==> src/hw/pp_ram.sv <==
// Multi-page byte memory
// The writer fills its current page and commits it on a switch pulse;
// the reader drains committed pages oldest first and frees them
`timescale 1ns/100ps

module pp_ram #(
    parameter int page_bits = 1
) (
    input  logic       clk,
    input  logic       reset_n,
    input  logic [7:0] wr_byte,
    input  logic [7:0] wr_addr,
    input  logic       wr_en,
    input  logic       switch,
    input  logic [7:0] rd_addr,
    input  logic       rd_done,
    input  logic       rd_done_all,
    output logic [7:0] rd_byte,
    output logic       unread,
    output logic       switch_fail
);

    localparam logic [page_bits:0] pages = 1 << page_bits;

    logic [7:0]           mem [0:(256 << page_bits)-1];
    logic [page_bits-1:0] wr_page;
    logic [page_bits-1:0] rd_page;
    logic [page_bits:0]   count;
    logic                 full;
    logic                 commit;
    logic                 free;

    // When all pages hold committed frames the writer page aliases the oldest one
    assign full    = (count == pages);
    assign commit  = switch && !full;
    assign free    = rd_done && unread;
    assign unread  = (count != '0);
    assign rd_byte = mem[{rd_page, rd_addr}];

    always_ff @(posedge clk) begin
        if (wr_en && !full)
            mem[{wr_page, wr_addr}] <= wr_byte;
    end

    always_ff @(posedge clk or negedge reset_n) begin
        if (!reset_n) begin
            wr_page     <= '0;
            rd_page     <= '0;
            count       <= '0;
            switch_fail <= 1'b0;
        end else begin
            switch_fail <= switch && full && !rd_done_all;
            if (rd_done_all) begin
                rd_page <= wr_page;
                count   <= '0;
            end else begin
                if (commit)
                    wr_page <= wr_page + 1'b1;
                if (free)
                    rd_page <= rd_page + 1'b1;
                count <= count + (page_bits + 1)'(commit) - (page_bits + 1)'(free);
            end
        end
    end

endmodule

==> config.mk <==
export PLATFORM = sky130hd
export DESIGN_NAME = pp_ram
export DESIGN_NICKNAME = d
export VERILOG_FILES = /design/src/hw/pp_ram.sv
export SDC_FILE = /design/constraint.sdc
export NUM_CORES = 2
export LEC_CHECK = 0
export ABC_AREA = 1
export ABC_CLOCK_PERIOD_IN_PS = 2800
export BUFFER_PORTS_ARGS = -buffer_cell sky130_fd_sc_hd__buf_4
export CAP_MARGIN = 20
export CELL_PAD_IN_SITES_DETAIL_PLACEMENT = 0
export CELL_PAD_IN_SITES_GLOBAL_PLACEMENT = 1
export CORE_AREA = 4 4 502 752
export CTS_CLUSTER_DIAMETER = 120
export CTS_CLUSTER_SIZE = 12
export DETAILED_ROUTE_END_ITERATION = 10
export DIE_AREA = 0 0 506 756
export PLACE_DENSITY = 0.72
export SLEW_MARGIN = 10
export SYNTH_ARGS = -nofsm -noshare
export SYNTH_HDL_FRONTEND = slang
export SYNTH_SLANG_ARGS = --single-unit
==> constraint.sdc <==
create_clock -name clk -period 2.8 [get_ports clk]
set_clock_uncertainty 0.1 [all_clocks]
set_input_delay 0 -clock clk [delete_from_list [all_inputs] [get_ports clk]]
set_output_delay 0 -clock clk [all_outputs]
set_load 0.1 [all_outputs]
# --- Word level (Yosys, flattened, before mapping) ---
# Memories as Yosys holds them, arrays and structs flattened.
# Index checks and enable logic that the tools add are counted.
word_totals:
  ff_bits: 5
  ram_bits: 4096
  in_bits: 30
  output_inout_bits: 10
  elab_cells: 26
  n_memories: 1
mem_list:
  columns: ["memory", "words", "width", "read_ports", "rd_clocked_by_memory_dff", "wr", "line", "text"]
  rows:
  - ["mem", 512, 8, 1, 0, 1, "25", "logic [7:0] mem [0:(256 << page_bits)-1];"]
op_classes:
  add_sub_neg: 4
  n_eq_ne: 1
  mux: 5
  n_bitwise: 1
  n_reduce_logical: 10
op_table:
  columns: ["cell", "count"]
  rows:
  - ["logical AND 1 bit", 5]
  - ["2-to-1 mux 1 bit", 4]
  - ["nonzero test 2 bit", 2]
  - ["adder 1 bit (second input constant)", 2]
  - ["adder 2 x 1 -> 2 bit", 1]
  - ["== test 2 bit (second input constant)", 1]
  - ["logical NOT 1 bit", 2]
  - ["2-to-1 mux 2 bit", 1]
  - ["AND reduction 2 bit", 1]
  - ["subtractor 2 x 1 -> 2 bit", 1]
  - ["NOT 1 bit", 1]

# --- Longest topological paths before layout ---
depth:
  word_depth: 6
  ltp_mapped: 15

# --- Worst setup path before layout ---
# OpenSTA, ideal clock, no wires.
synth_path:
  path_kind: "register to register"
  startpoint: "register wr_page"
  endpoint: "memory mem[448][0], enable pin"
  arrival_time_ps: 1671
  required_ps: 2330
  setup_slack_ps: 659
  stages_incl_launch_ff: 7
  path_buffers: 2
  synth_period_minus_slack_ps: 2141
  path_cell_list: "dfrtp_1 buf_2 inv_1 nor3_1 nand2_1 clkbuf_1 nor2_1"
synth_rtl:
  columns: ["element", "line", "text"]
  rows:
  - ["from (decl)", "26", "logic [page_bits-1:0] wr_page;"]
  - ["from (signal assigned)", "58", "wr_page <= wr_page + 1'b1;"]
  - ["to (decl)", "25", null]
# Straight into the memory's write port.

# --- Worst setup path after layout ---
layout_path:
  startpoint: "memory mem[509][5]"
  endpoint: "output port rd_byte[5]"
layout_via:
  elab_chain_cells: 1
layout_rtl:
  columns: ["element", "line", "text"]
  rows:
  - ["memory read (512 x 8 bit)", null, null]
  - ["to (decl)", "18", "output logic [7:0] rd_byte,"]
# No other way between the ends.

==> flow_metrics.py <==
metrics = {
    "clock_network": {
        "clock-sinks": 4101,
        "clk_latency_ns": 0.93,
        "htreeDepth": 5,
        "post_cts_buffers": 0,
        "clock-root-buffer": "clkbuf_16",
        "cts_buffer_depth": 4,
        "cts_buffers": 383,
        "clk_pin_slew_ns": 0.06,
        "tritoncts": "built",
    },
    "floorplan": {
        "die_x_um": 506,
        "dieArea_um2": 383000,
        "coreArea_um2": 371000,
        "die_height_um": 756,
        "start_util_pct": 44.9,
        "ios": 40,
        "rows": 274,
    },
    "routing": {
        "wl_per_cell_um": 25.7,
        "routed_wl_um": 506000,
        "first_pass_iters": 6,
        "via_per_inst": 5.62,
        "vias": 110862,
        "post-route-drc-count": 0,
        "postRouteAntennaNets": 0,
        "first_iter_violations": 10951,
    },
    "worst_setup_path": {
        "crit_path_max_fanout": 1,
        "cp_data_arrival_time_ns": 2.84,
        "worst_path_most_repeated_cell": "nand3_1",
        "startpoint_type": "flop",
        "worst_path_largest_cell_delay_ns": 0.35,
        "worstSetupEndpointType": "primary output",
        "critPathSlowestCell": "edfxtp_1",
        "worstSetupPathType": "flop to primary output",
        "crit_buf_inv": 1,
        "path_cells": "nand2_1 > nand3_1 > nand3_1 > nand3_1 > nand3_1 > nand3_1 > nand3_2 > nand3_1 > nand3_2 > nand2_4 > buf_12",
        "required_ns": 2.70,
        "crit_family": "simple AND/OR/NAND/NOR gates",
    },
    "timing": {
        "drv_slew": 0,
        "fin_ws_ns": -0.143,
        "setup_viol": 8,
        "min_period_ns": 2.94,
        "hold_violations": 0,
        "fin_crit_sh_pct": 105,
        "rsz0062_at_grt": "yes",
        "worst_pin_slew_ns": 1.03,
        "maxSlewHeadroom_pct": 31.3,
        "max_clock_freq_mhz": 340,
        "setup_tns_ns": -0.720,
    },
    "yosys": {
        "yosys.area_share.adder_pct": 0.0150,
        "yosysSeqAreaShare_pct": 74.0,
        "syn_area_um2": 166000,
        "synth_nets": 13927,
        "syn_inst": 13895,
        "synth_xor_xnor_area_share_pct": 0.0158,
        "synth.area.top_cells": "edfxtp_1, nand3_1, nand2_1, buf_2, nor2_1",
        "synthSimpleGateAreaFrac_pct": 22.9,
        "synth.mux.area_fraction_pct": 0,
        "yosysTopAreaCell": "edfxtp_1",
        "ys_types": 22,
        "ys_seq_elements": 4101,
        "synth-compound-area-share_pct": 0.00376,
        "yosysWarnings": 0,
        "synth_top_family_by_area": "simple AND/OR/NAND/NOR gates",
        "syn_area_per_cell_um2": 12.0,
        "synth_top_area_share_pct": 73.9,
    },
    "placement": {
        "pre_cts_ws_ns": -0.601,
        "port_buffers": 39,
        "hpwlAfterDp_um": 318000,
        "dp_cells": 19264,
        "routabilityCongestion": 0.862,
        "placed_area_um2": 182000,
    },
    "cells_and_area": {
        "final_nets": 14739,
        "nFillCells": 31335,
        "stdcell_count": 19714,
        "multiInputGateArea_um2": 41600,
        "seq_area_um2": 123000,
        "area_growth_pct": 17.6,
        "layout_commonest_cell": "nand2_1",
        "drive_above_1_share_pct": 15.9,
        "design_area_um2": 196000,
        "layout_common_cells": "nand2_1, edfxtp_1, nand3_1",
    },
    "status": {
        "violations": "setup timing",
        "outcome": "finished, violations left",
    },
    "global_routing": {
        "grt_use_total_pct": 25.9,
        "antenna_found_initial": 24,
        "grt_pass1_vias": 108352,
        "grt_pass1_wl_um": 736000,
        "grt_max_degree": 113,
        "gr-total-overflow": 0,
    },
    "worst_hold_path": {
        "hold_class": "input pin to flop",
    },
    "power_and_ir_drop": {
        "powerDensity_nw_per_um2": 637,
        "ir_worst_vdd_v": 0.000461,
        "power_mw": 125,
        "p_leak_nw": 69.6,
    },
    "flow_run": {
        "maxCapViolations": 0,
    },
}
sequential cells by signal (all words and copies together), names as in the netlist:
name         count
mem           4096
switch_fail      1
rd_page          1
count            2
wr_page          1
synth_stat cells:
cell type,count
inv_2,2
clkinv_1,1
a31oi_1,1
nand3_1,4080
nand2_1,4163
ha_1,2
or2_2,1
buf_8,1
buf_6,29
nor2_1,525
dfrtp_1,5
nor3_1,10
clkbuf_1,134
xnor2_1,1
buf_1,159
buf_4,137
inv_1,19
buf_12,2
xor2_1,2
buf_2,523
inv_4,2
edfxtp_1,4096
layer usage:
| metal | track usage, % | part of all wire, % | vias up |
|---|---|---|---|
| li1 | - | - | 50819 |
| met1 | 32.7 | 38 | 55021 |
| met2 | 45.1 | 51 | 4052 |
| met3 | 3.21 | 6.4 | 962 |
| met4 | 11.3 | 5.0 | 8 |
| met5 | 0 | 0.0093 | - |
through the flow:
| stage | hold slack, ns | utilization [%] |
|---|---|---|
| 5_1_grt | 0.0833 | 52.8 |
| 2_1_floorplan | -0.396 | - |
| 4_1_cts | 0.0266 | 52.7 |
| 3_3_place_gp | -0.292 | 49.1 |
| 6_report | 0.0975 | 52.8 |
| 3_5_place_dp | -0.291 | 49.1 |
power breakdown:
group / switching, mW / internal (mW) / leakage, nW
combinational: 7.96 / 3.37 / 27.8
sequential: 0.0489 / 67.6 / 36.9
clock: 21.1 / 24.6 / 4.89
area by class of cell:
| type | count | area share [%] |
|---|---|---|
| antenna | 13 | 0.0166 |
| clock buffer | 401 | 5.03 |
| clock inverter | 10 | 0.0524 |
| inverter | 24 | 0.0741 |
| multi-input combinational | 8785 | 21.3 |
| sequential | 4101 | 62.9 |
| tap | 4968 | 3.17 |
| timing repair buffer | 1412 | 7.52 |
final timing paths:
check                           cells past startpoint          end  slack, ns   startpoint
worst min-delay path                                2   mem[89][3]        0.1   wr_byte[3]
worst max-delay path                               11   rd_byte[5]      -0.14  mem[509][5]
worst min register to register                      3     count[1]       0.64     count[1]
min in group asynchronous                           4  switch_fail       0.43      reset_n
max in group asynchronous                           4     count[0]       1.95      reset_n
worst max register to register                      7   mem[73][2]       0.10      wr_page
what timing repair did:
action | in CTS | in global routing
endpoints found under the hold margin | 5233 | 0
pin swaps | 186 | 73
hold buffers | 41 | 0
endpoints found under the setup margin | 8 | 9
resized for setup | 592 | 105
cell families (layout without fill, tap and decap cells):
group | count (synthesis) | after routing
compound gates | 1 | 1
xor+xnor | 3 | 3
fa+ha+maj | 2 | 2
buf+inv | 1009 | 1847
flops | 4101 | 4101
other cells | 0 | 13
simple gates | 8779 | 8779
Note: power is estimated with default switching activity, not from simulation.
