==> src/hw/rx_des.sv <==
// UART-style receive deserializer
// Detects the start edge, samples each bit at mid-bit and shifts it in
// LSB first; counts idle bit-times after the stop bit to flag bus idle
`timescale 1ns/100ps

module rx_des (
    input  logic        clk,
    input  logic        reset_n,
    input  logic [15:0] div,
    input  logic [7:0]  idle_wait_len,
    input  logic        rx,
    input  logic        force_wait_idle,
    output logic [7:0]  data,
    output logic        data_clk,
    output logic        bus_idle,
    output logic        bit_inc
);

    logic        rx_d;
    logic        busy;
    logic [15:0] cnt;
    logic [3:0]  bit_idx;
    logic [7:0]  idle_cnt;
    logic        mid;
    logic        tick;

    assign mid  = (cnt == {1'b0, div[15:1]});
    assign tick = (cnt == div);

    always_ff @(posedge clk or negedge reset_n) begin
        if (!reset_n) begin
            rx_d     <= 1'b1;
            busy     <= 1'b0;
            cnt      <= 16'd0;
            bit_idx  <= 4'd0;
            idle_cnt <= 8'd0;
            data     <= 8'd0;
            data_clk <= 1'b0;
            bus_idle <= 1'b0;
            bit_inc  <= 1'b0;
        end else begin
            rx_d     <= rx;
            data_clk <= 1'b0;
            bit_inc  <= 1'b0;
            cnt      <= tick ? 16'd0 : cnt + 16'd1;

            if (!busy && rx_d && !rx) begin
                busy     <= 1'b1;
                cnt      <= 16'd0;
                bit_idx  <= 4'd0;
                idle_cnt <= 8'd0;
                bus_idle <= 1'b0;
            end else if (busy) begin
                if (tick)
                    bit_idx <= bit_idx + 4'd1;
                if (mid) begin
                    if (bit_idx == 4'd0 && rx) begin
                        busy <= 1'b0;   // glitch, not a start bit
                    end else if (bit_idx == 4'd9) begin
                        busy     <= 1'b0;
                        cnt      <= 16'd0;
                        data_clk <= !force_wait_idle;
                    end else if (bit_idx != 4'd0) begin
                        data <= {rx, data[7:1]};
                    end
                end
            end else if (tick) begin
                // Idle bit-time
                bit_inc <= 1'b1;
                if (idle_cnt != 8'hff)
                    idle_cnt <= idle_cnt + 8'd1;
                if ({1'b0, idle_cnt} + 9'd1 >= {1'b0, idle_wait_len})
                    bus_idle <= 1'b1;
            end
        end
    end

endmodule

==> config.mk <==
export PLATFORM = sky130hd
export DESIGN_NAME = rx_des
export DESIGN_NICKNAME = d
export VERILOG_FILES = /design/src/hw/rx_des.sv
export SDC_FILE = /design/constraint.sdc
export NUM_CORES = 1
export LEC_CHECK = 0
export BUFFER_PORTS_ARGS = -buffer_cell sky130_fd_sc_hd__buf_4
export CAP_MARGIN = 20
export CORE_MARGIN = 4
export CORE_UTILIZATION = 62
export CTS_CLUSTER_SIZE = 20
export DETAILED_ROUTE_END_ITERATION = 10
export MAX_ROUTING_LAYER = met4
export PLACE_DENSITY = 0.86
export SETUP_SLACK_MARGIN = 0.5
export SKIP_CTS_REPAIR_TIMING = 1
export SKIP_LAST_GASP = 1
export SLEW_MARGIN = 20
export SYNTH_ARGS = -nofsm -noshare
export SYNTH_HDL_FRONTEND = slang
export SYNTH_SLANG_ARGS = --single-unit
export TNS_END_PERCENT = 10
==> constraint.sdc <==
create_clock -name clk -period 4.6 [get_ports clk]
set_input_delay 0.92 -clock clk [delete_from_list [all_inputs] [get_ports clk]]
set_output_delay 0.92 -clock clk [all_outputs]
set_load 0.01 [all_outputs]
; Word-level counts from Yosys, hierarchy flattened
; Index checks and enable logic that the tools add are counted.
[op_classes]
n_mul = 0
div_mod_pow = 0
shifts = 0
n_addsub = 4
eq_ne = 5
mux = 30
order_cmp = 1
reduce_logical = 16
bitwise = 3
[op_table]
columns = operator, count
row1 = 16-bit 2-to-1 mux, 6
row2 = 8-bit 2-to-1 mux, 4
row3 = 1-bit 2-to-1 mux, 17
row4 = "16-bit by 1-bit adder with 16-bit output, second input constant", 1
row5 = 16-bit by 15-bit equality test with 1-bit output, 1
row6 = 16-bit equality test, 1
row7 = 4-bit 2-to-1 mux, 3
row8 = "8-bit by 1-bit adder with 9-bit output, second input constant", 1
row9 = 9-bit by 8-bit >= comparator with 1-bit output, 1
row10 = "8-bit by 1-bit adder with 8-bit output, second input constant", 1
row11 = "8-bit inequality test, second input constant", 1
row12 = 2-bit nonzero test, 4
row13 = 3-bit AND reduction, 2
row14 = 6-bit AND reduction, 1
row15 = "4-bit by 1-bit adder with 4-bit output, second input constant", 1
row16 = "4-bit equality test, second input constant", 1
row17 = 4-bit zero test, 1
row18 = 4-bit nonzero test, 1
row19 = 1-bit logical AND, 3
row20 = 1-bit zero test, 3
row21 = 1-bit NOT, 3
row22 = "2-bit by 1-bit inequality test with 1-bit output, second input constant", 1
row23 = 2-bit AND reduction, 1
[word_totals]
out_inout_bits = 11
reg_bits = 41
ramBits = 0
input_bits = 28
wordCells = 68
n_memories = 0
mem_bits_ro = 0
latchBits = 0

; Depth between registers and ports, before layout
[depth]
word_depth = 7
mapped_depth = 10
mapped_depth_nobuf = 10

; Worst setup path before layout
; Ideal clock, no wire load.
[synth_timing]
path_kind = input port to flip-flop
from = in div[8]
to = reg bit_idx[2]
required_time_ns = 4.474
setup_time_ns = 0.126
path_buffers = 2
arrival_time_ns = 2.122
path_slack_ns = 2.352
path_stages = 6
path_cell_list = xor2_1 -> nor4_1 -> nand4_1 -> buf_2 -> buf_6 -> a311o_1
[synth_between]
elab_chain_cells = 3
[synth_lines]
columns = item, line
row1 = from (decl), 9  ; input logic [15:0] div,
row2 = 16-bit equality test, 28  ; assign tick = (cnt == div);
row3 = 2-bit nonzero test (no line), n/a
row4 = 2-bit AND reduction (no line), n/a
row5 = to (signal assigned), 55  ; bit_idx <= bit_idx + 4'd1;
row6 = to (decl), 22  ; logic [3:0] bit_idx;
; No other way between the ends.
; A chain may end at the register's enable or synchronous reset.

; Final worst setup path
[layout_timing]
from = reg idle_cnt[0]
to = reg bus_idle
[layout_between]
elab_chain_cells = 4
[layout_lines]
columns = item, line
row1 = from (decl), 23  ; logic [7:0] idle_cnt;
row2 = from (signal assigned), 71  ; idle_cnt <= idle_cnt + 8'd1;
row3 = 8-bit by 1-bit adder with 9-bit output, 72  ; if ({1'b0, idle_cnt} + 9'd1 >= {1'b0, idle_wait_len})
row4 = 9-bit by 8-bit >= comparator with 1-bit output, 72
row5 = 2-bit nonzero test (no line), n/a
row6 = 3-bit AND reduction (no line), n/a
row7 = to (signal assigned), 39  ; bus_idle <= 1'b0;
row8 = to (signal assigned), 52  ; bus_idle <= 1'b0;
row9 = to (signal assigned), 73  ; bus_idle <= 1'b1;
row10 = to (decl), 15  ; output logic bus_idle,
; No other way between the ends.

==> qor.yml <==
cp.required_ns: 4.79
setup_ws_ns: 2.14
layout-drive-gt1-share: 0.177
gr-usage-met3: 0.0479
hold_class: "reg -> reg"
hold_viol: 0
synth_top_flop_cell: "dfrtp_1"
power.switching_mw: 0.291
io_buffer_count: 38
synth-edff-count: 0
drtIter0Drc: 144
ios: 39
internal_power_mw: 0.689
fin_tns_setup_ns: 0
syn_area_per_cell_um2: 9.55
wl_per_cell_um: 16.0
die_area_mm2: 0.00543
path_class: "reg -> reg"
cts-root-buf: "clkbuf_8"
critical_path.max_fanout: 6
fmax_ghz: 0.406
dieHeight_um: 73.7
period_share: 0.536
synthesis.nets: 321
holdWs_ns: 0.491
ys_seq_area_frac: 0.384
busiest_layer: "met2"
fill_cells: 294
fin_skew_ns: 0.0110
worstPathArrival_ns: 2.65
finalSetupViolCount: 0
worstMarginPinSlew_ns: 0.768
numCtsBuffers: 5
grt_overflow: 0
grt_max_degree: 42
post-route-util: 0.754
antenna_found_initial: 0
cts_max_level: 2
routabilityCongestion: 0.982
start_util: 0.654
clockPowerShare: 0.357
drcViolationCount: 0
yosysWarningCount: 0
die_x_um: 73.7
synth.distinct_cells: 47
viasPerCell: 6.04
vias: 2175
grt_first_pass_wirelength_mm: 9.72
use_met1: 0.303
cts_tree: "yes"
area_delta_synth_final_pct: 15.3
startpoint_type: "register"
dr.pass1.iters: 4
slew_headroom: 0.486
switching_share: 0.297
synthCells: 280
rsz0062_at_grt: "false"
grt_pass1_vias: 2190
clock_latency_ns: 0.30
layout.nets: 350
layout_min_cycle_time_ns: 2.46
synth_seq_cells: 41
numClockSinks: 41
slew_violations: 0
gr-usage-met2: 0.378
grt_util_all_layers: 0.238
power_frac_seq: 0.458
syn_area_mm2: 0.00267
diodes: 0
status: "complete, no violations"
place_ws_ns: 1.87
clk_path_buf_depth: 2
p_leak_nw: 1.53
drt-total-wl_mm: 5.77
peakVddDrop_mv: 0.236
end_kind: "register"
async_reset_ff_frac: 1.00
power.density_mw_per_mm2: 318
ant_nets: 0
clk_pin_slew_ns: 0.09
regArea_mm2: 0.00103
place_hpwl_mm: 4.29
coreArea_mm2: 0.00409
combPwrFrac: 0.185
rows: 23
maxCapViolCount: 0
multi_input_area_mm2: 0.00151
worst max-delay path, stage by stage, from the launching register on:
cell and delay (ns):
dfrtp_1 0.43, ha_1 0.28, and3_1 0.26, nand3_1 0.14, xnor2_1 0.16, ha_1 0.29
nand3_1 0.09, o22ai_1 0.09, o31a_1 0.24, nor4_1 0.26, o31ai_1 0.10
cells in the mapped netlist, types with 5 or more instances:
master	count	area share
xor2_1	44	0.14
dfrtp_1	40	0.37
nor2_1	24	0.034
nand3_1	17	0.032
nor4_1	16	0.037
inv_1	14	0.020
ha_1	13	0.061
nand2_1	13	0.018
buf_2	8	0.015
mux2_1	8	0.034
clkbuf_1	7	0.0098
nand4_1	7	0.016
xnor2_1	7	0.023
and3_1	6	0.014
nand2b_1	5	0.012
nor3_1	5	0.0094
power groups by stage:
| stage | combinational [mW] | sequential (mW) | clock, mW |
|---|---|---|---|
| after global placement | 0.167 | 0.453 | 0 |
| after CTS | 0.181 | 0.447 | 0.354 |
| after detailed placement | 0.177 | 0.452 | 0 |
| after floorplan | 0.154 | 0.417 | 0 |
| after global routing | 0.201 | 0.455 | 0.368 |
| final | 0.181 | 0.449 | 0.350 |
per-stage QoR:
stage | instance area [um2] | cells | power [mW]
6_report | 3080 | 360 | 0.980
5_1_grt | 3080 | 360 | 1.02
4_1_cts | 3080 | 360 | 0.981
3_5_place_dp | 2940 | 352 | 0.629
3_3_place_gp | 2940 | 352 | 0.620
2_1_floorplan | 2670 | 280 | 0.571
cells in the final DEF (no fill, tap or decap), drive strengths merged, types with 3 or more instances in the layout:
master,n
xor2,44
dfrtp,40
buf,39
nor2,25
nand3,17
nor4,16
inv,15
nand2,13
ha,13
mux2,8
xnor2,7
nand4,7
and3,6
nand2b,6
nor3,5
clkbuf,5
o211ai,4
o21ai,4
nand3b,3
a21oi,3
or2,3
final timing paths:
path | depth (start not counted) | to | startpoint | slack, ns
max | 10 | bus_idle | idle_cnt[0] | 2.14
min | 2 | bus_idle | bus_idle | 0.49
min reg2reg | 2 | bus_idle | bus_idle | 0.49
max in group asynchronous | 1 | rx_d | reset_n | 3.65
max reg2reg | 10 | bus_idle | idle_cnt[0] | 2.14
min in group asynchronous | 1 | cnt[6] | reset_n | 0.58
flip-flops by register name (all words and copies together), names as in the netlist:
register,count
cnt,16
data,8
idle_cnt,8
bit_idx,4
bit_inc,1
bus_idle,1
busy,1
data_clk,1
rx_d,1
final cells by class:
class	instances	share of cell area
well taps	50	0.0203
inverters	14	0.0171
multi-input cells	208	0.490
clock buffers	5	0.0223
clock inverters	3	0.0223
flip-flops and latches	41	0.333
repair buffers	39	0.0950
metal layers:
layer,up-vias,part of all wire
met4,0,0.024
li1,1041,-
met5,-,0
met3,18,0.059
met1,1050,0.42
met2,66,0.49
logic make-up after synthesis:
family,after synthesis,share of synthesized area
simple gates,105,0.208
xor+xnor,51,0.167
flops,41,0.384
buf+inv,31,0.0515
compound gates,30,0.0912
fa+ha+maj,13,0.0608
mux,9,0.0374
Note: power is estimated with default switching activity, not from simulation.
