**src/hw/cdbus_pkg.sv**
```systemverilog
// CDBUS controller shared definitions
// Register map, version code, setting register layout and the
// Modbus CRC-16 step used on both the receive and transmit paths
package cdbus_pkg;

    localparam logic [4:0] reg_version       = 5'h00;
    localparam logic [4:0] reg_setting       = 5'h01;
    localparam logic [4:0] reg_idle_wait_len = 5'h02;
    localparam logic [4:0] reg_tx_wait_len   = 5'h03;
    localparam logic [4:0] reg_filter        = 5'h04;
    localparam logic [4:0] reg_div_l         = 5'h05;
    localparam logic [4:0] reg_div_h         = 5'h06;
    localparam logic [4:0] reg_int_flag      = 5'h09;
    localparam logic [4:0] reg_int_mask      = 5'h0a;
    localparam logic [4:0] reg_rx            = 5'h0b;
    localparam logic [4:0] reg_tx            = 5'h0c;
    localparam logic [4:0] reg_rx_ctrl       = 5'h0d;
    localparam logic [4:0] reg_tx_ctrl       = 5'h0e;
    localparam logic [4:0] reg_rx_addr       = 5'h0f;

    localparam logic [7:0] cdbus_version = 8'h08;

    // Writable bits of the setting byte
    localparam logic [7:0] setting_mask = 8'h81;

    typedef union packed {
        logic [7:0] raw;
        struct packed {
            logic       full_duplex;
            logic [5:0] rsvd;
            logic       tx_push_pull;
        } f;
    } setting_t;

    // One byte of reflected CRC-16, poly 0xA001, init 0xFFFF
    function automatic logic [15:0] crc16_next(input logic [15:0] crc,
                                               input logic [7:0]  data);
        logic [15:0] c;
        c = crc ^ {8'h00, data};
        for (int i = 0; i < 8; i++) begin
            c = c[0] ? ((c >> 1) ^ 16'ha001) : (c >> 1);
        end
        return c;
    endfunction

endpackage

```
**src/hw/rx_bytes.sv**
```systemverilog
// Receive frame assembler
// Writes incoming bytes into the receive page, filters on destination,
// runs the CRC and commits or rejects the frame once the bus goes idle
`timescale 1ns/100ps

module rx_bytes
    import cdbus_pkg::*;
(
    input  logic       clk,
    input  logic       reset_n,
    input  logic [7:0] filter,
    input  logic       abort,
    input  logic       bus_idle,
    input  logic [7:0] data,
    input  logic       data_clk,
    output logic [7:0] ram_wr_byte,
    output logic [7:0] ram_wr_addr,
    output logic       ram_wr_en,
    output logic       ram_switch,
    output logic       error,
    output logic       force_wait_idle
);

    logic [8:0]  byte_cnt;
    logic [7:0]  len;
    logic [15:0] crc;
    logic        bus_idle_d;
    logic        dst_ok;
    logic        frame_ok;

    assign ram_wr_byte = data;
    assign ram_wr_addr = byte_cnt[7:0];
    assign ram_wr_en   = data_clk && !byte_cnt[8];

    assign dst_ok = (data == filter) || (data == 8'hff) || (filter == 8'hff);

    // Running CRC over data plus its own CRC bytes leaves zero
    assign frame_ok = (byte_cnt >= 9'd5) && (byte_cnt == {1'b0, len} + 9'd5)
                      && (crc == 16'h0000);

    always_ff @(posedge clk or negedge reset_n) begin
        if (!reset_n) begin
            byte_cnt        <= 9'd0;
            len             <= 8'd0;
            crc             <= 16'hffff;
            bus_idle_d      <= 1'b0;
            ram_switch      <= 1'b0;
            error           <= 1'b0;
            force_wait_idle <= 1'b0;
        end else begin
            bus_idle_d <= bus_idle;
            ram_switch <= 1'b0;
            error      <= 1'b0;

            if (abort) begin
                byte_cnt        <= 9'd0;
                crc             <= 16'hffff;
                force_wait_idle <= !bus_idle;   // drop the tail of a frame in flight
            end else if (bus_idle && !bus_idle_d) begin
                if (!force_wait_idle && byte_cnt != 9'd0) begin
                    ram_switch <= frame_ok;
                    error      <= !frame_ok;
                end
                byte_cnt        <= 9'd0;
                crc             <= 16'hffff;
                force_wait_idle <= 1'b0;
            end else if (data_clk) begin
                crc <= crc16_next(crc, data);
                if (!byte_cnt[8])
                    byte_cnt <= byte_cnt + 9'd1;
                if (byte_cnt == 9'd1 && !dst_ok)
                    force_wait_idle <= 1'b1;
                if (byte_cnt == 9'd2)
                    len <= data;
            end
        end
    end

endmodule

```
**config.mk**
```make
export PLATFORM = sky130hd
export DESIGN_NAME = rx_bytes
export DESIGN_NICKNAME = d
export VERILOG_FILES = /design/src/hw/cdbus_pkg.sv /design/src/hw/rx_bytes.sv
export SDC_FILE = /design/constraint.sdc
export NUM_CORES = 1
export LEC_CHECK = 0
export ABC_AREA = 1
export BUFFER_PORTS_ARGS = -buffer_cell sky130_fd_sc_hd__buf_2
export CORE_UTILIZATION = 50
export CTS_BUF_LIST = sky130_fd_sc_hd__clkbuf_4
export DETAILED_ROUTE_END_ITERATION = 10
export GPL_TIMING_DRIVEN = 1
export PLACE_DENSITY_LB_ADDON = 0.08
export SLEW_MARGIN = 40
export SYNTH_ARGS = -nofsm -noshare
export SYNTH_HDL_FRONTEND = slang
export SYNTH_SLANG_ARGS = --single-unit
```
**constraint.sdc**
```tcl
create_clock -name clk -period 3.3 [get_ports clk]
set_input_delay 0.495 -clock clk [delete_from_list [all_inputs] [get_ports clk]]
set_output_delay 0.495 -clock clk [all_outputs]
set_load 0.01 [all_outputs]
```
* After elaboration in Yosys (flattened, before gate mapping) *
Cells that the tools add are included.

storage, ports and cells
  logic and storage cells = 75
  output and inout port bits = 20
  register bits = 37

cells by class
  reductions and logical operators = 21
  order comparisons = 1
  mux-type cells = 25
  add/subtract/negate cells = 2
  bitwise logic cells = 11
  eq/ne operators = 7

operator list
  cell                                                                                  count
  16-bit 2-to-1 mux                                                                     11
  9-bit 2-to-1 mux                                                                      4
  2-bit NOT with 3-bit output                                                           8
  8-bit == test (second input constant)                                                 2
  16-bit zero test                                                                      1
  16-bit by 8-bit bitwise XOR with 16-bit output                                        1
  1-bit 2-to-1 mux                                                                      10
  8-bit by 3-bit adder with 9-bit output (second input constant)                        1
  9-bit by 1-bit adder with 9-bit output (second input constant)                        1
  9-bit by 1-bit == test with 1-bit output (second input constant)                      1
  9-bit by 2-bit == test with 1-bit output (second input constant)                      1
  9-bit == test                                                                         1
  9-bit by 3-bit greater-or-equal comparator with 1-bit output (second input constant)  1
  9-bit nonzero test                                                                    1
  8-bit == test                                                                         1
  1-bit logical AND                                                                     6
  1-bit zero test                                                                       6
  3-bit nonzero test                                                                    2
  2-bit AND reduction                                                                   2
  4-bit AND reduction                                                                   1
  3-bit by 2-bit != test with 1-bit output (second input constant)                      1
  1-bit logical OR                                                                      2
  1-bit NOT                                                                             2

* Logic depth before layout (Yosys ltp) *
  word-level depth = 20
  gate-level depth with buffers = 15
  gate-level depth less buffers = 15

* Least setup slack after synthesis *
Ideal clock, no wire load.

  path kind = input -> register
  start = input bus_idle
  end = register len[5]
  required time = 3182 ps
  buffers on the path = 1
  data arrival time = 1465 ps
  slack = 1717 ps
  setup time = 118 ps
  stages = 9
  cells stage by stage = inv_1 > nor2_1 > nor2_1 > inv_1 > nor3_2 > nand3b_2 > buf_6 > nand2_1 > o21ai_2

on the way
  longest elaborated chain between the ends = 3

RTL lines
  element                        line            RTL
  start: declaration             rx_bytes.sv:13  input logic bus_idle,
  1-bit logical AND              rx_bytes.sv:59  end else if (bus_idle && !bus_idle_d) begin
  1-bit NOT (no line)            --
  4-bit AND reduction (no line)  --
  end signal: assignment         rx_bytes.sv:74  len <= data;
  end: declaration               rx_bytes.sv:25  logic [7:0] len;

No other way between the ends.
A chain may end at the register's enable or synchronous reset.

* Worst setup path in the final report *
  start = register bus_idle_d
  end = register crc[3]

on the way
  longest elaborated chain between the ends = 4

RTL lines
  element                   line            RTL
  start: declaration        rx_bytes.sv:27  logic bus_idle_d;
  start signal: assignment  rx_bytes.sv:51  bus_idle_d <= bus_idle;
  1-bit zero test (*)       rx_bytes.sv:59
  1-bit logical AND (*)     rx_bytes.sv:59
  16-bit 2-to-1 mux         rx_bytes.sv:59
  16-bit 2-to-1 mux         rx_bytes.sv:55  if (abort) begin
  end signal: assignment    rx_bytes.sv:68  crc <= crc16_next(crc, data);
  end: declaration          rx_bytes.sv:26  logic [15:0] crc;

Mark *: on every way between the ends. The rest lies on a longest branch, timed or not.

==> metrics.cfg <==
[run_status]
status=finished clean

[logic_synthesis]
post_synth_and_or_nand_nor_area_fraction_pct=29.9
synthTopCellsByCount=67 x sky130_fd_sc_hd__nand2_1, 36 x sky130_fd_sc_hd__inv_1, 24 x sky130_fd_sc_hd__nor2_1
ys_seq_area_share_pct=36.3
synth_compound_gate_area_share_pct=10.7
edff_count_synth=0
postSynth.asyncResetShare_pct=100
synth_top_area_share_pct=20.2
synth.area.mux_share_pct=0
synth_nets=354
syn-cell-area_mm2=0.00260
synth.largest_area_cell=sky130_fd_sc_hd__dfrtp_1
dominant_combinational_cell_family_by_area_after_synthesis=simple AND/OR/NAND/NOR gates
synthCells=328
ys.flop_type=sky130_fd_sc_hd__dfrtp_1
synth-adder-area-share_pct=2.40
register_bit_total_from_synthesis=37
synthTopCellsByArea=sky130_fd_sc_hd__dfrtp_1 20%, sky130_fd_sc_hd__dfstp_2 16%, sky130_fd_sc_hd__nand2_1 9.7%, sky130_fd_sc_hd__inv_1 5.2%, sky130_fd_sc_hd__nand2_2 5.0%
synth-xor-area-share_pct=8.74
post-synth-top-count-cell=sky130_fd_sc_hd__nand2_1
avgSynthCellArea_um2=7.94
ys.warnings.count=0
synth.lib_cells_used.distinct=37

[sta]
setup_viol=0
setup_tns_ps=0
timing.final.crit_share_pct=60.6
rsz_0062_raised_after_global_routing=no
maxSlewHeadroom_pct=42.9
final-max-slew-violation-count=0
clock.fmax_mhz=500
clock-skew-final_ps=7.51
hold_ws_ps=92.2
final_period_minus_worst_setup_slack_ps=2000
max_slew.worst_pin.slew_ps=853
hold_violations=0

[place]
gpl.final_weighted_congestion=0.841
port-buffer-count=40
place.detailed.instances=415
place_hpwl_um=4630

[worst_setup_path]
cp_data_arrival_time_ps=2240
critical_path.slowest_cell=sky130_fd_sc_hd__nor2_1
critical_path_buf_inv_count=1
crit_path_largest_cell_delay_ps=730
timing.critical_path.required_ps=3540
timing.critical_path.cells=nor2_1, nor2_1, inv_1, nor2_1, a22oi_1
critical_path.top_delay_family=simple AND/OR/NAND/NOR gates
setup.worst_path.class=reg -> reg
path_common_cell=sky130_fd_sc_hd__nor2_1
ff2ff_setup_slack_ps=1300
crit_path_max_fo=13
timing.critical_path.to_type=register
setup.worst_path.start_class=register

[die]
die_w_um=74.2
fp.dieArea_mm2=0.00550
fp.coreArea_mm2=0.00488
top_level_ports=41
floorplan.die.height_um=74.2
initial_utilization_pct=53.4
std_cell_rows=25

[detailed_routing]
drt_iter0_drc=79
via_count=2193
firstDrtPassIters=4
post_drt_via_cell_ratio=5.18
ant_nets=0
detailed_route_drc_error_count=0
routed_wirelength_um=5890
wire_per_inst_um=13.9

[clock_network]
clock_sinks=37
cts.hold.buffers_added=0
number_of_buffers_added_for_setup_after_cts=0
cts_made_buffers=5
resized_cells_post_cts=0
source_to_sink_clock_delay_at_the_later_pin_of_the_worst_skew_pair_ps=340
max-clock-path-buffers=2
htreeDepth=2
cts-root-buf=sky130_fd_sc_hd__clkbuf_4
tritoncts=done
path_clk_slew_ps=110

[finish]
ff_latch_area_um2=946
final_cells=423
fin_nets=381
flow.area_growth_from_synthesis_pct=7.68
drive_gt1_share_pct=30.6
multi_input_area_mm2=0.00135
n_antenna_cell=0
fillers=474

[power_and_ir_drop]
clock_power_share_pct=22.1
powerDensity_mw_per_mm2=396
netSwitchingPower_w=0.000380
power.share.combinational_pct=28.3
cell_internal_pwr_w=0.000732
seqPwrFrac_pct=49.6
static-leakage-power_nw=1.40
worst_ir_drop_vdd_uv=166
switching_share_pct=34.2

[global_route]
grt_remaining_overflow=0
grt_antenna_before_repair=0
groute.usage.overall_pct=24.4
first_global_vias=2127
grt_max_degree=38
first_pass_grt_wire_length_um=9980

[job]
timing.max_cap.violations=0

[worst_hold_path]
worstHoldPathType=in -> async

==> placed cells by master, fill, tap and decap left out, types with 2 or more instances in the layout <==
cell	netlist	routed
sky130_fd_sc_hd__a31oi_1	3	3
sky130_fd_sc_hd__nor2_2	1	2
sky130_fd_sc_hd__nand4_1	6	6
sky130_fd_sc_hd__xnor2_1	15	15
sky130_fd_sc_hd__nand3b_1	2	2
sky130_fd_sc_hd__buf_2	2	39
sky130_fd_sc_hd__nand3_1	19	19
sky130_fd_sc_hd__nand2_2	21	21
sky130_fd_sc_hd__nor2_1	24	23
sky130_fd_sc_hd__a22oi_1	9	9
sky130_fd_sc_hd__inv_1	36	36
sky130_fd_sc_hd__o21ai_0	2	2
sky130_fd_sc_hd__ha_1	5	5
sky130_fd_sc_hd__a21oi_1	8	8
sky130_fd_sc_hd__dfstp_2	16	16
sky130_fd_sc_hd__nand3_2	2	2
sky130_fd_sc_hd__clkbuf_4	0	7
sky130_fd_sc_hd__inv_2	8	8
sky130_fd_sc_hd__dfrtp_1	21	21
sky130_fd_sc_hd__a32oi_1	3	3
sky130_fd_sc_hd__nor3_1	5	5
sky130_fd_sc_hd__xor2_1	11	11
sky130_fd_sc_hd__o21ai_2	8	8
sky130_fd_sc_hd__nor4_1	6	6
sky130_fd_sc_hd__nand2_1	67	67
==> through the flow <==
stage                     instance area, um2  util [%]  setup WS [ps]  power, W
after global routing                    2810      57.5           1100   0.00119
after global placement                  2740      56.2           1070  0.000868
after detailed placement                2740      56.2            991  0.000875
after CTS                               2800      57.4           1300   0.00112
final                                   2810      57.5           1300   0.00111
after floorplan                         2610         -           1720  0.000792
==> cells by family after synthesis <==
group | count (synthesis)
buffers and inverters | 64
flip-flops | 37
adder cells (fa/ha/maj) | 5
AO/OA/AOI/OAI | 38
AND/OR/NAND/NOR | 158
XOR/XNOR | 26
==> final timing paths <==
check | end | startpoint | depth (start not counted)
setup / recovery | crc[3] | bus_idle_d | 5
hold / removal | len[2] | reset_n | 1
hold reg to reg | crc[10] | crc[10] | 2
max in group asynchronous | crc[12] | reset_n | 1
min in group clk | bus_idle_d | bus_idle | 1
setup reg to reg | crc[3] | bus_idle_d | 5
==> power by group through the flow <==
stage / clock [W] / combinational (W) / sequential (W)
2_1_floorplan: 0 / 0.000245 / 0.000548
3_3_place_gp: 0 / 0.000309 / 0.000559
3_5_place_dp: 0 / 0.000316 / 0.000559
4_1_cts: 0.000256 / 0.000317 / 0.000552
5_1_grt: 0.000278 / 0.000358 / 0.000558
6_report: 0.000246 / 0.000315 / 0.000551
==> flip-flops by register name (all words and copies together), names as in the netlist <==
register         cells
len                  8
error                1
byte_cnt             9
force_wait_idle      1
ram_switch           1
crc                 16
bus_idle_d           1
==> metal layers <==
metal	track usage [%]	vias to the layer above	part of all wire (%)	wire, um
met3	4.74	15	3.8	224
met5	0	-	0	0
li1	-	1104	-	-
met2	41.0	48	49	2910
met1	30.8	1026	44	2590
met4	9.83	0	2.7	159
==> cell type report <==
class | instances | share of cell area, %
Multi-Input combinational cell | 227 | 48.2
Clock buffer | 7 | 1.87
Clock inverter | 1 | 0.134
Sequential cell | 37 | 33.7
Tap cell | 67 | 2.99
Timing Repair Buffer | 40 | 7.23
Inverter | 44 | 5.89
Power figures use the tool's default switching activity.
