**config.mk**
```make
export PLATFORM = sky130hd
export DESIGN_NAME = tx_bytes_ser
export DESIGN_NICKNAME = d
export VERILOG_FILES = /design/src/hw/cdbus_pkg.sv /design/src/hw/tx_bytes_ser.sv
export SDC_FILE = /design/constraint.sdc
export NUM_CORES = 1
export LEC_CHECK = 0
export BUFFER_PORTS_ARGS = -buffer_cell sky130_fd_sc_hd__buf_2
export CAP_MARGIN = 10
export CORE_MARGIN = 2
export CORE_UTILIZATION = 38
export CTS_BUF_LIST = sky130_fd_sc_hd__clkbuf_4
export DETAILED_ROUTE_END_ITERATION = 8
export SETUP_SLACK_MARGIN = 0.4
export SKIP_CTS_REPAIR_TIMING = 1
export SLEW_MARGIN = 10
export SYNTH_ARGS = -nofsm -noshare
export SYNTH_HDL_FRONTEND = slang
export SYNTH_SLANG_ARGS = --single-unit
export TNS_END_PERCENT = 5
```
**constraint.sdc**
```tcl
create_clock -name clk -period 3.08 [get_ports clk]
set_input_delay 0.462 -clock clk [delete_from_list [all_inputs] [get_ports clk]]
set_output_delay 0.462 -clock clk [all_outputs]
set_load 0.1 [all_outputs]
```
**src/hw/cdbus_pkg.sv**
```systemverilog
// CDBUS controller shared definitions
// Register map, version code, setting register layout and the
// Modbus CRC-16 step used on both the receive and transmit paths
package cdbus_pkg;

    localparam logic [4:0] reg_version       = 5'h00;
    localparam logic [4:0] reg_setting       = 5'h01;
    localparam logic [4:0] reg_idle_wait_len = 5'h02;
    localparam logic [4:0] reg_tx_wait_len   = 5'h03;
    localparam logic [4:0] reg_filter        = 5'h04;
    localparam logic [4:0] reg_div_l         = 5'h05;
    localparam logic [4:0] reg_div_h         = 5'h06;
    localparam logic [4:0] reg_int_flag      = 5'h09;
    localparam logic [4:0] reg_int_mask      = 5'h0a;
    localparam logic [4:0] reg_rx            = 5'h0b;
    localparam logic [4:0] reg_tx            = 5'h0c;
    localparam logic [4:0] reg_rx_ctrl       = 5'h0d;
    localparam logic [4:0] reg_tx_ctrl       = 5'h0e;
    localparam logic [4:0] reg_rx_addr       = 5'h0f;

    localparam logic [7:0] cdbus_version = 8'h08;

    // Writable bits of the setting byte
    localparam logic [7:0] setting_mask = 8'h81;

    typedef union packed {
        logic [7:0] raw;
        struct packed {
            logic       full_duplex;
            logic [5:0] rsvd;
            logic       tx_push_pull;
        } f;
    } setting_t;

    // One byte of reflected CRC-16, poly 0xA001, init 0xFFFF
    function automatic logic [15:0] crc16_next(input logic [15:0] crc,
                                               input logic [7:0]  data);
        logic [15:0] c;
        c = crc ^ {8'h00, data};
        for (int i = 0; i < 8; i++) begin
            c = c[0] ? ((c >> 1) ^ 16'ha001) : (c >> 1);
        end
        return c;
    endfunction

endpackage

```
**src/hw/tx_bytes_ser.sv**
```systemverilog
// Transmit serializer
// Waits for bus idle, sends the oldest transmit page byte by byte with
// start and stop bits, appends the CRC-16 and frees the page when done
`timescale 1ns/100ps

module tx_bytes_ser
    import cdbus_pkg::*;
(
    input  logic        clk,
    input  logic        reset_n,
    input  logic [15:0] div,
    input  logic [7:0]  tx_wait_len,
    input  logic        full_duplex,
    input  logic        abort,
    input  logic        bus_idle,
    input  logic        rx_bit_inc,
    input  logic        ram_unread,
    input  logic [7:0]  ram_rd_byte,
    output logic [7:0]  ram_rd_addr,
    output logic        ram_rd_done,
    output logic        tx,
    output logic        tx_en
);

    localparam logic [1:0] st_idle  = 2'd0;
    localparam logic [1:0] st_load  = 2'd1;
    localparam logic [1:0] st_shift = 2'd2;
    localparam logic [1:0] st_done  = 2'd3;

    logic [1:0]  state;
    logic [15:0] cnt;
    logic [3:0]  bit_cnt;
    logic [9:0]  shreg;
    logic [8:0]  idx;
    logic [7:0]  len;
    logic [15:0] crc;
    logic [7:0]  wait_cnt;
    logic        start;
    logic        data_phase;
    logic [7:0]  next_byte;

    assign ram_rd_addr = idx[7:0];
    assign ram_rd_done = (state == st_done) || (abort && ram_unread);
    assign tx          = (state == st_shift) ? shreg[0] : 1'b1;
    assign tx_en       = (state == st_load) || (state == st_shift);
    assign start       = ram_unread && (full_duplex || (bus_idle && wait_cnt >= tx_wait_len));

    // Header bytes come before len is known
    assign data_phase = (idx < 9'd3) || (idx < {1'b0, len} + 9'd3);
    assign next_byte  = data_phase ? ram_rd_byte :
                        (idx == {1'b0, len} + 9'd3) ? crc[7:0] : crc[15:8];

    // Idle bit-times seen before a frame may start
    always_ff @(posedge clk or negedge reset_n) begin
        if (!reset_n)
            wait_cnt <= 8'd0;
        else if (!bus_idle || state != st_idle)
            wait_cnt <= 8'd0;
        else if (rx_bit_inc && wait_cnt != 8'hff)
            wait_cnt <= wait_cnt + 8'd1;
    end

    always_ff @(posedge clk or negedge reset_n) begin
        if (!reset_n) begin
            state   <= st_idle;
            cnt     <= 16'd0;
            bit_cnt <= 4'd0;
            shreg   <= 10'h3ff;
            idx     <= 9'd0;
            len     <= 8'd0;
            crc     <= 16'hffff;
        end else if (abort) begin
            state <= st_idle;
        end else begin
            case (state)
                st_idle: begin
                    idx <= 9'd0;
                    crc <= 16'hffff;
                    if (start)
                        state <= st_load;
                end
                st_load: begin
                    shreg   <= {1'b1, next_byte, 1'b0};
                    cnt     <= 16'd0;
                    bit_cnt <= 4'd0;
                    if (data_phase)
                        crc <= crc16_next(crc, ram_rd_byte);
                    if (idx == 9'd2)
                        len <= ram_rd_byte;
                    state <= st_shift;
                end
                st_shift: begin
                    if (cnt == div) begin
                        cnt     <= 16'd0;
                        shreg   <= {1'b1, shreg[9:1]};
                        bit_cnt <= bit_cnt + 4'd1;
                        if (bit_cnt == 4'd9) begin
                            idx   <= idx + 9'd1;
                            state <= (idx == {1'b0, len} + 9'd4) ? st_done : st_load;
                        end
                    end else begin
                        cnt <= cnt + 16'd1;
                    end
                end
                default: state <= st_idle;
            endcase
        end
    end

endmodule

```
* After elaboration in Yosys (flattened, before gate mapping)
Cells that the tools add are included.
Widths: inputs -> output; s select.
** Storage, ports and cells
- Register bits after elaboration :: 73
- Latch bits :: 0
- Bits in writable memories :: 0
- Bits in read-only memories :: 0
- Input bits :: 39
- Output and inout bits :: 11
- Logic and storage cells :: 94
- Memories kept :: 0
** Operators by class
- Add/sub/neg operators :: 6
- $mul :: 0
- Divide/modulo/power cells :: 0
- Magnitude comparators :: 3
- Equal/unequal tests :: 15
- Shifts and indexed selects :: 0
- Mux-type cells :: 30
- Bitwise gates (word level) :: 10
- Reductions and logical operators :: 22
** Operators with widths (number)
- $mux 16 :: 10
- $pmux 16 s2 :: 2
- $mux 8 :: 4
- $not 2->3 :: 8
- $pmux 10 s2 :: 1
- $eq 9x9->1 :: 2
- $mux 9 :: 2
- $pmux 9 s2 :: 1
- $add 16x1->16 const B :: 1
- $eq 16x16->1 :: 1
- $xor 16x8->16 :: 1
- $reduce_and 3->1 :: 4
- $mux 10 :: 1
- $mux 2 :: 5
- $reduce_bool 2->1 :: 5
- $add 8x2->9 const B :: 1
- $add 8x3->9 const B :: 1
- $add 9x1->9 const B :: 1
- $eq 9x2->1 const B :: 1
- $lt 9x2->1 const B :: 1
- $lt 9x9->1 :: 1
- $add 8x1->8 const B :: 1
- $ge 8x8->1 :: 1
- $ne 8x8->1 const B :: 1
- 19 further kinds :: 29

* Depth between registers and ports, before layout
- Depth in word-level cells :: 19
- Depth in mapped cells :: 13
- Depth with buffers taken out :: 11

* Worst setup path after synthesis
Ideal clock, no wire load.
- Kind :: flip-flop to flip-flop
- Start point :: register len[6]
- End point :: register shreg[8]
- Library setup time :: 83 ps
- Data arrival time :: 2935 ps
- Required time :: 2997 ps
- Slack :: 61 ps
- Stages on the path, launching flop included :: 13
- Buffers on the path :: 2
- Period minus slack after synthesis :: 3019 ps
- Cells stage by stage :: dfrtp_1 -> clkbuf_1 -> and3_1 -> nand3_1 -> nor2_1 -> xnor2_1 -> ha_1 -> a21o_1 -> a211o_1 -> buf_1 -> o21ai_4 -> mux2_1 -> o32a_1
** Between the ends
- Cells in the longest elaborated chain, start to end :: 5
- Elaborated cells between the ends (all ways) :: 7
- Those cells by class :: 1 x add/sub; 1 x order compare; 1 x eq/ne; 3 x mux; 1 x reduce/logical
** Ends and longest elaborated chain
- start, declared :: line tx_bytes_ser.sv:35 : logic [7:0] len;
- start signal, assigned :: line tx_bytes_ser.sv:89 : len <= ram_rd_byte;
- $add 8x2->9 * :: line tx_bytes_ser.sv:49, tx_bytes_ser.sv:51
- $lt 9x9->1 or $eq 9x9->1 (tied branches) :: line tx_bytes_ser.sv:49, tx_bytes_ser.sv:51
- $logic_or 1x1->1 or $mux 8 (tied branches) :: line tx_bytes_ser.sv:49, tx_bytes_ser.sv:51
- $mux 8 * :: line tx_bytes_ser.sv:50 : assign next_byte = data_phase ? ram_rd_byte :
- $pmux 10 s2 * :: line tx_bytes_ser.sv:75 : case (state)
- end signal, assigned :: line tx_bytes_ser.sv:83 : shreg <= {1'b1, next_byte, 1'b0};
- end signal, assigned :: line tx_bytes_ser.sv:95 : shreg <= {1'b1, shreg[9:1]};
- end, declared :: line tx_bytes_ser.sv:33 : logic [9:0] shreg;
Every way passes the cells marked *; elsewhere a longest branch is shown, timed or not.
A chain may end at the register's enable or synchronous reset.

* Worst setup path after layout
- Start point :: register len[2]
- End point :: register shreg[8]
The elaborated chain is that of the path after synthesis.

==> impl_metrics.csv <==
group,metric,value,unit
status,status,"finished, final reports clean",
setup_path,cp_max_fo,8,
floorplanning,die-area,14000,µm²
grt,grt_pass1_wl,18900,µm
synthesis,ys.flop_type,"dfrtp_1",
synthesis,yosys.area_share.simple,18.0,%
placement,dp_hpwl,8550,µm
grt,use_met1,21.8,%
pwr,comb_power_share,41.4,%
pwr,p_switching,1350,µW
grt,grt_use_met2,27.7,%
clocking,cts_buffers,9,
pwr,powerDensity,596,nW/µm²
synthesis,yosys-top-cells-area,"dfrtp_1 (24%), dfstp_2 (13%), xnor2_1 (7.9%)",
synthesis,synth_warnings,0,
synthesis,syn_area,4960,µm²
drt,wl,11400,µm
pwr,seqPwrFrac,40.7,%
synthesis,synthAdderAreaFrac,7.31,%
synthesis,syn-num-nets,601,
sta,final.min_clock_period,2.69,ns
synthesis,avgSynthCellArea,9.31,µm²
cells_and_area,nets,651,
pwr,leakage,0.00260,µW
grt,grt_max_degree,39,
floorplanning,core-area,12700,µm²
setup_path,crit_type,"reg -> reg",
floorplanning,pin_count,50,
synthesis,synth_compound_area_share,14.4,%
grt,grt_usage,16.9,%
clocking,clock_latency,0.46,ns
grt,grt.overflow.total,0,
clocking,cts_num_sinks,72,
sta,tns,0,ns
pwr,pwr-share-clk,17.9,%
sta,max_slew_margin,45.1,%
cells_and_area,area_growth,14.1,%
drt,drt-vias-per-instance,5.13,
cells_and_area,seq_area,1840,µm²
run,cap_violations,0,
drt,routed-via-count,3900,
synthesis,synth_common_cells,"dfrtp_1 (47), nand2_1 (47), nor2_1 (46), xnor2_1 (45), o21ai_0 (36)",
synthesis,synthCells,533,
setup_path,crit_path_top_delay_cell,"dfrtp_2",
setup_path,startpoint_type,"flip-flop",
grt,gr-usage-met3,4.15,%
drt,first_iter_violations,154,
drt,firstDrtPassIters,4,
floorplanning,rows,41,
sta,fin_hold_ws,0.109,ns
placement,gp_congestion,0.858,
synthesis,synth_top_family_by_area,"simple AND/OR/NAND/NOR gates",
sta,worst_pin_slew,0.824,ns
synthesis,yosysTopAreaCellShare,23.7,%
cells_and_area,num_antenna_cells,0,
cells_and_area,multi_input_area,2950,µm²
sta,min_period_over_period,87.3,%
sta,drv_slew,0,
grt,grt-busiest-layer,"met2",
placement,place_area,5390,µm²
synthesis,yosysTopAreaCell,"dfrtp_1",
placement,portBuffers,49,
setup_path,max_stage_delay,0.45,ns
cells_and_area,nFillCells,1232,
clocking,cts_tree,"yes",
pwr,ir_drop,407,µV
cells_and_area,drive_gt1_share,23.8,%
pwr,power.internal,2020,µW
sta,finalSetupViolCount,0,
synthesis,seq_area_frac_synth,36.9,%
synthesis,synth_edf_count,0,
cells_and_area,final_core_utilization,44.7,%
synthesis,synth_mux_area_share,6.18,%
sta,skew,0.0253,ns
sta,fmax,372,MHz
clocking,cts_buffer_depth,2,
sta,finalHoldViolations,0,
synthesis,synth_xor_area_share,11.4,%
floorplanning,start_util,39.2,%
drt,drc_errors,0,
pwr,power.share.switching,40.2,%
setup_path,cp_data_arrival_time,3.09,ns
drt,final_antenna_net_count,0,
synthesis,synthDistinctLibCells,57,
setup_path,path_cells,"and3_4, nand3_4, nor2_4, xnor2_1, ha_1, a21o_1, a211o_4, o21ai_4, mux2_4, o32a_1",
worst_hold_path,min_path_type,"in -> async",
setup_path,crit_required,3.48,ns
clocking,cts_htree_levels,3,
drt,wl_per_cell,15.0,µm
floorplanning,fp.dieW,118,µm
grt,grt_pass1_vias,3920,
clocking,path_clk_slew,0.13,ns
grt,antenna_found_initial,0,
floorplanning,die_h,118,µm
synthesis,yosys_register_bits,72,
cells_and_area,fin_area,5660,µm²
synthesis,async_flop_share,100,%
setup_path,setup.worst_path.end_class,"flip-flop",
clocking,root_buffer,"clkbuf_4",
sta,rsz0062_at_grt,"true",
registers in the layout, summed over array words and instances (netlist names):
register,count
wait_cnt,8
state,2
cnt,16
crc,16
shreg,9
len,8
bit_cnt,4
idx,9
cell families after synthesis:
| family | count (synthesis) |
|---|---|
| compound gates | 104 |
| xor+xnor | 63 |
| fa+ha+maj | 29 |
| buf+inv | 60 |
| flops | 72 |
| mux | 30 |
| simple gates | 175 |
cell usage in the layout, fill, tap and decap left out, drive strengths merged, types with 3 or more instances in the layout:
cell,Yosys,final
a211oi,8,8
a21o,3,3
a21oi,19,19
buf,18,65
clkbuf,8,10
clkinv,0,3
dfrtp,47,47
dfstp,25,25
ha,29,29
inv,34,34
mux2,5,5
mux2i,25,25
nand2,48,48
nand2b,4,4
nand3,22,22
nand4,9,9
nor2,46,46
nor2b,9,9
nor3,8,8
nor3b,5,5
nor4,3,3
o211a,7,7
o21a,4,4
o21ai,38,38
o22a,7,7
o31ai,5,5
or3,10,10
or4,3,3
xnor2,45,45
xor2,17,17
critical path, delay by kind of cell, from the launching register on:
family	cells	cell delay, ns
compound gates	4	1.04
xor+xnor	1	0.08
fa+ha+maj	1	0.33
flops	1	0.45
mux	1	0.31
simple gates	3	0.45
area by class of cell:
class                           instances  share of cell area (%)
Clock inverter                          6                    1.06
Multi-Input combinational cell        401                    52.1
Sequential cell                        72                    32.5
Inverter                               34                    2.26
Tap cell                              172                    3.80
Timing Repair Buffer                   65                    6.96
Clock buffer                           10                    1.33
power groups by stage:
stage                     sequential (µW)  combinational (µW)  clock, µW
after floorplan                      1320                1100          0
after global placement               1370                1350          0
after detailed placement             1380                1370          0
after CTS                            1360                1380        630
after global routing                 1400                1540        674
final                                1370                1400        602
final timing paths:
kind / startpoint / to / slack [ns] / cells after the start
setup / recovery: len[2] / shreg[8] / 0.39 / 10
hold / removal: reset_n / len[4] / 0.11 / 1
setup reg to reg: len[2] / shreg[8] / 0.39 / 10
hold reg to reg: crc[10] / crc[2] / 0.50 / 2
max in group asynchronous: reset_n / shreg[0] / 2.22 / 2
min in group clk: abort / state[1] / 0.28 / 2
layer usage:
layer	wire length, µm	share of wire [%]
met1	5360	47
met2	5480	48
met3	373	3.3
met4	196	1.7
met5	0	0
per-stage QoR:
stage | power [µW] | std cells | worst slack (ns)
after floorplan | 2420 | 533 | 0.277
after global placement | 2720 | 740 | 0.210
after detailed placement | 2750 | 740 | 0.135
after CTS | 3370 | 756 | 0.118
after global routing | 3620 | 760 | 0.296
final | 3370 | 760 | 0.391
Note: power is estimated with default switching activity, not from simulation.
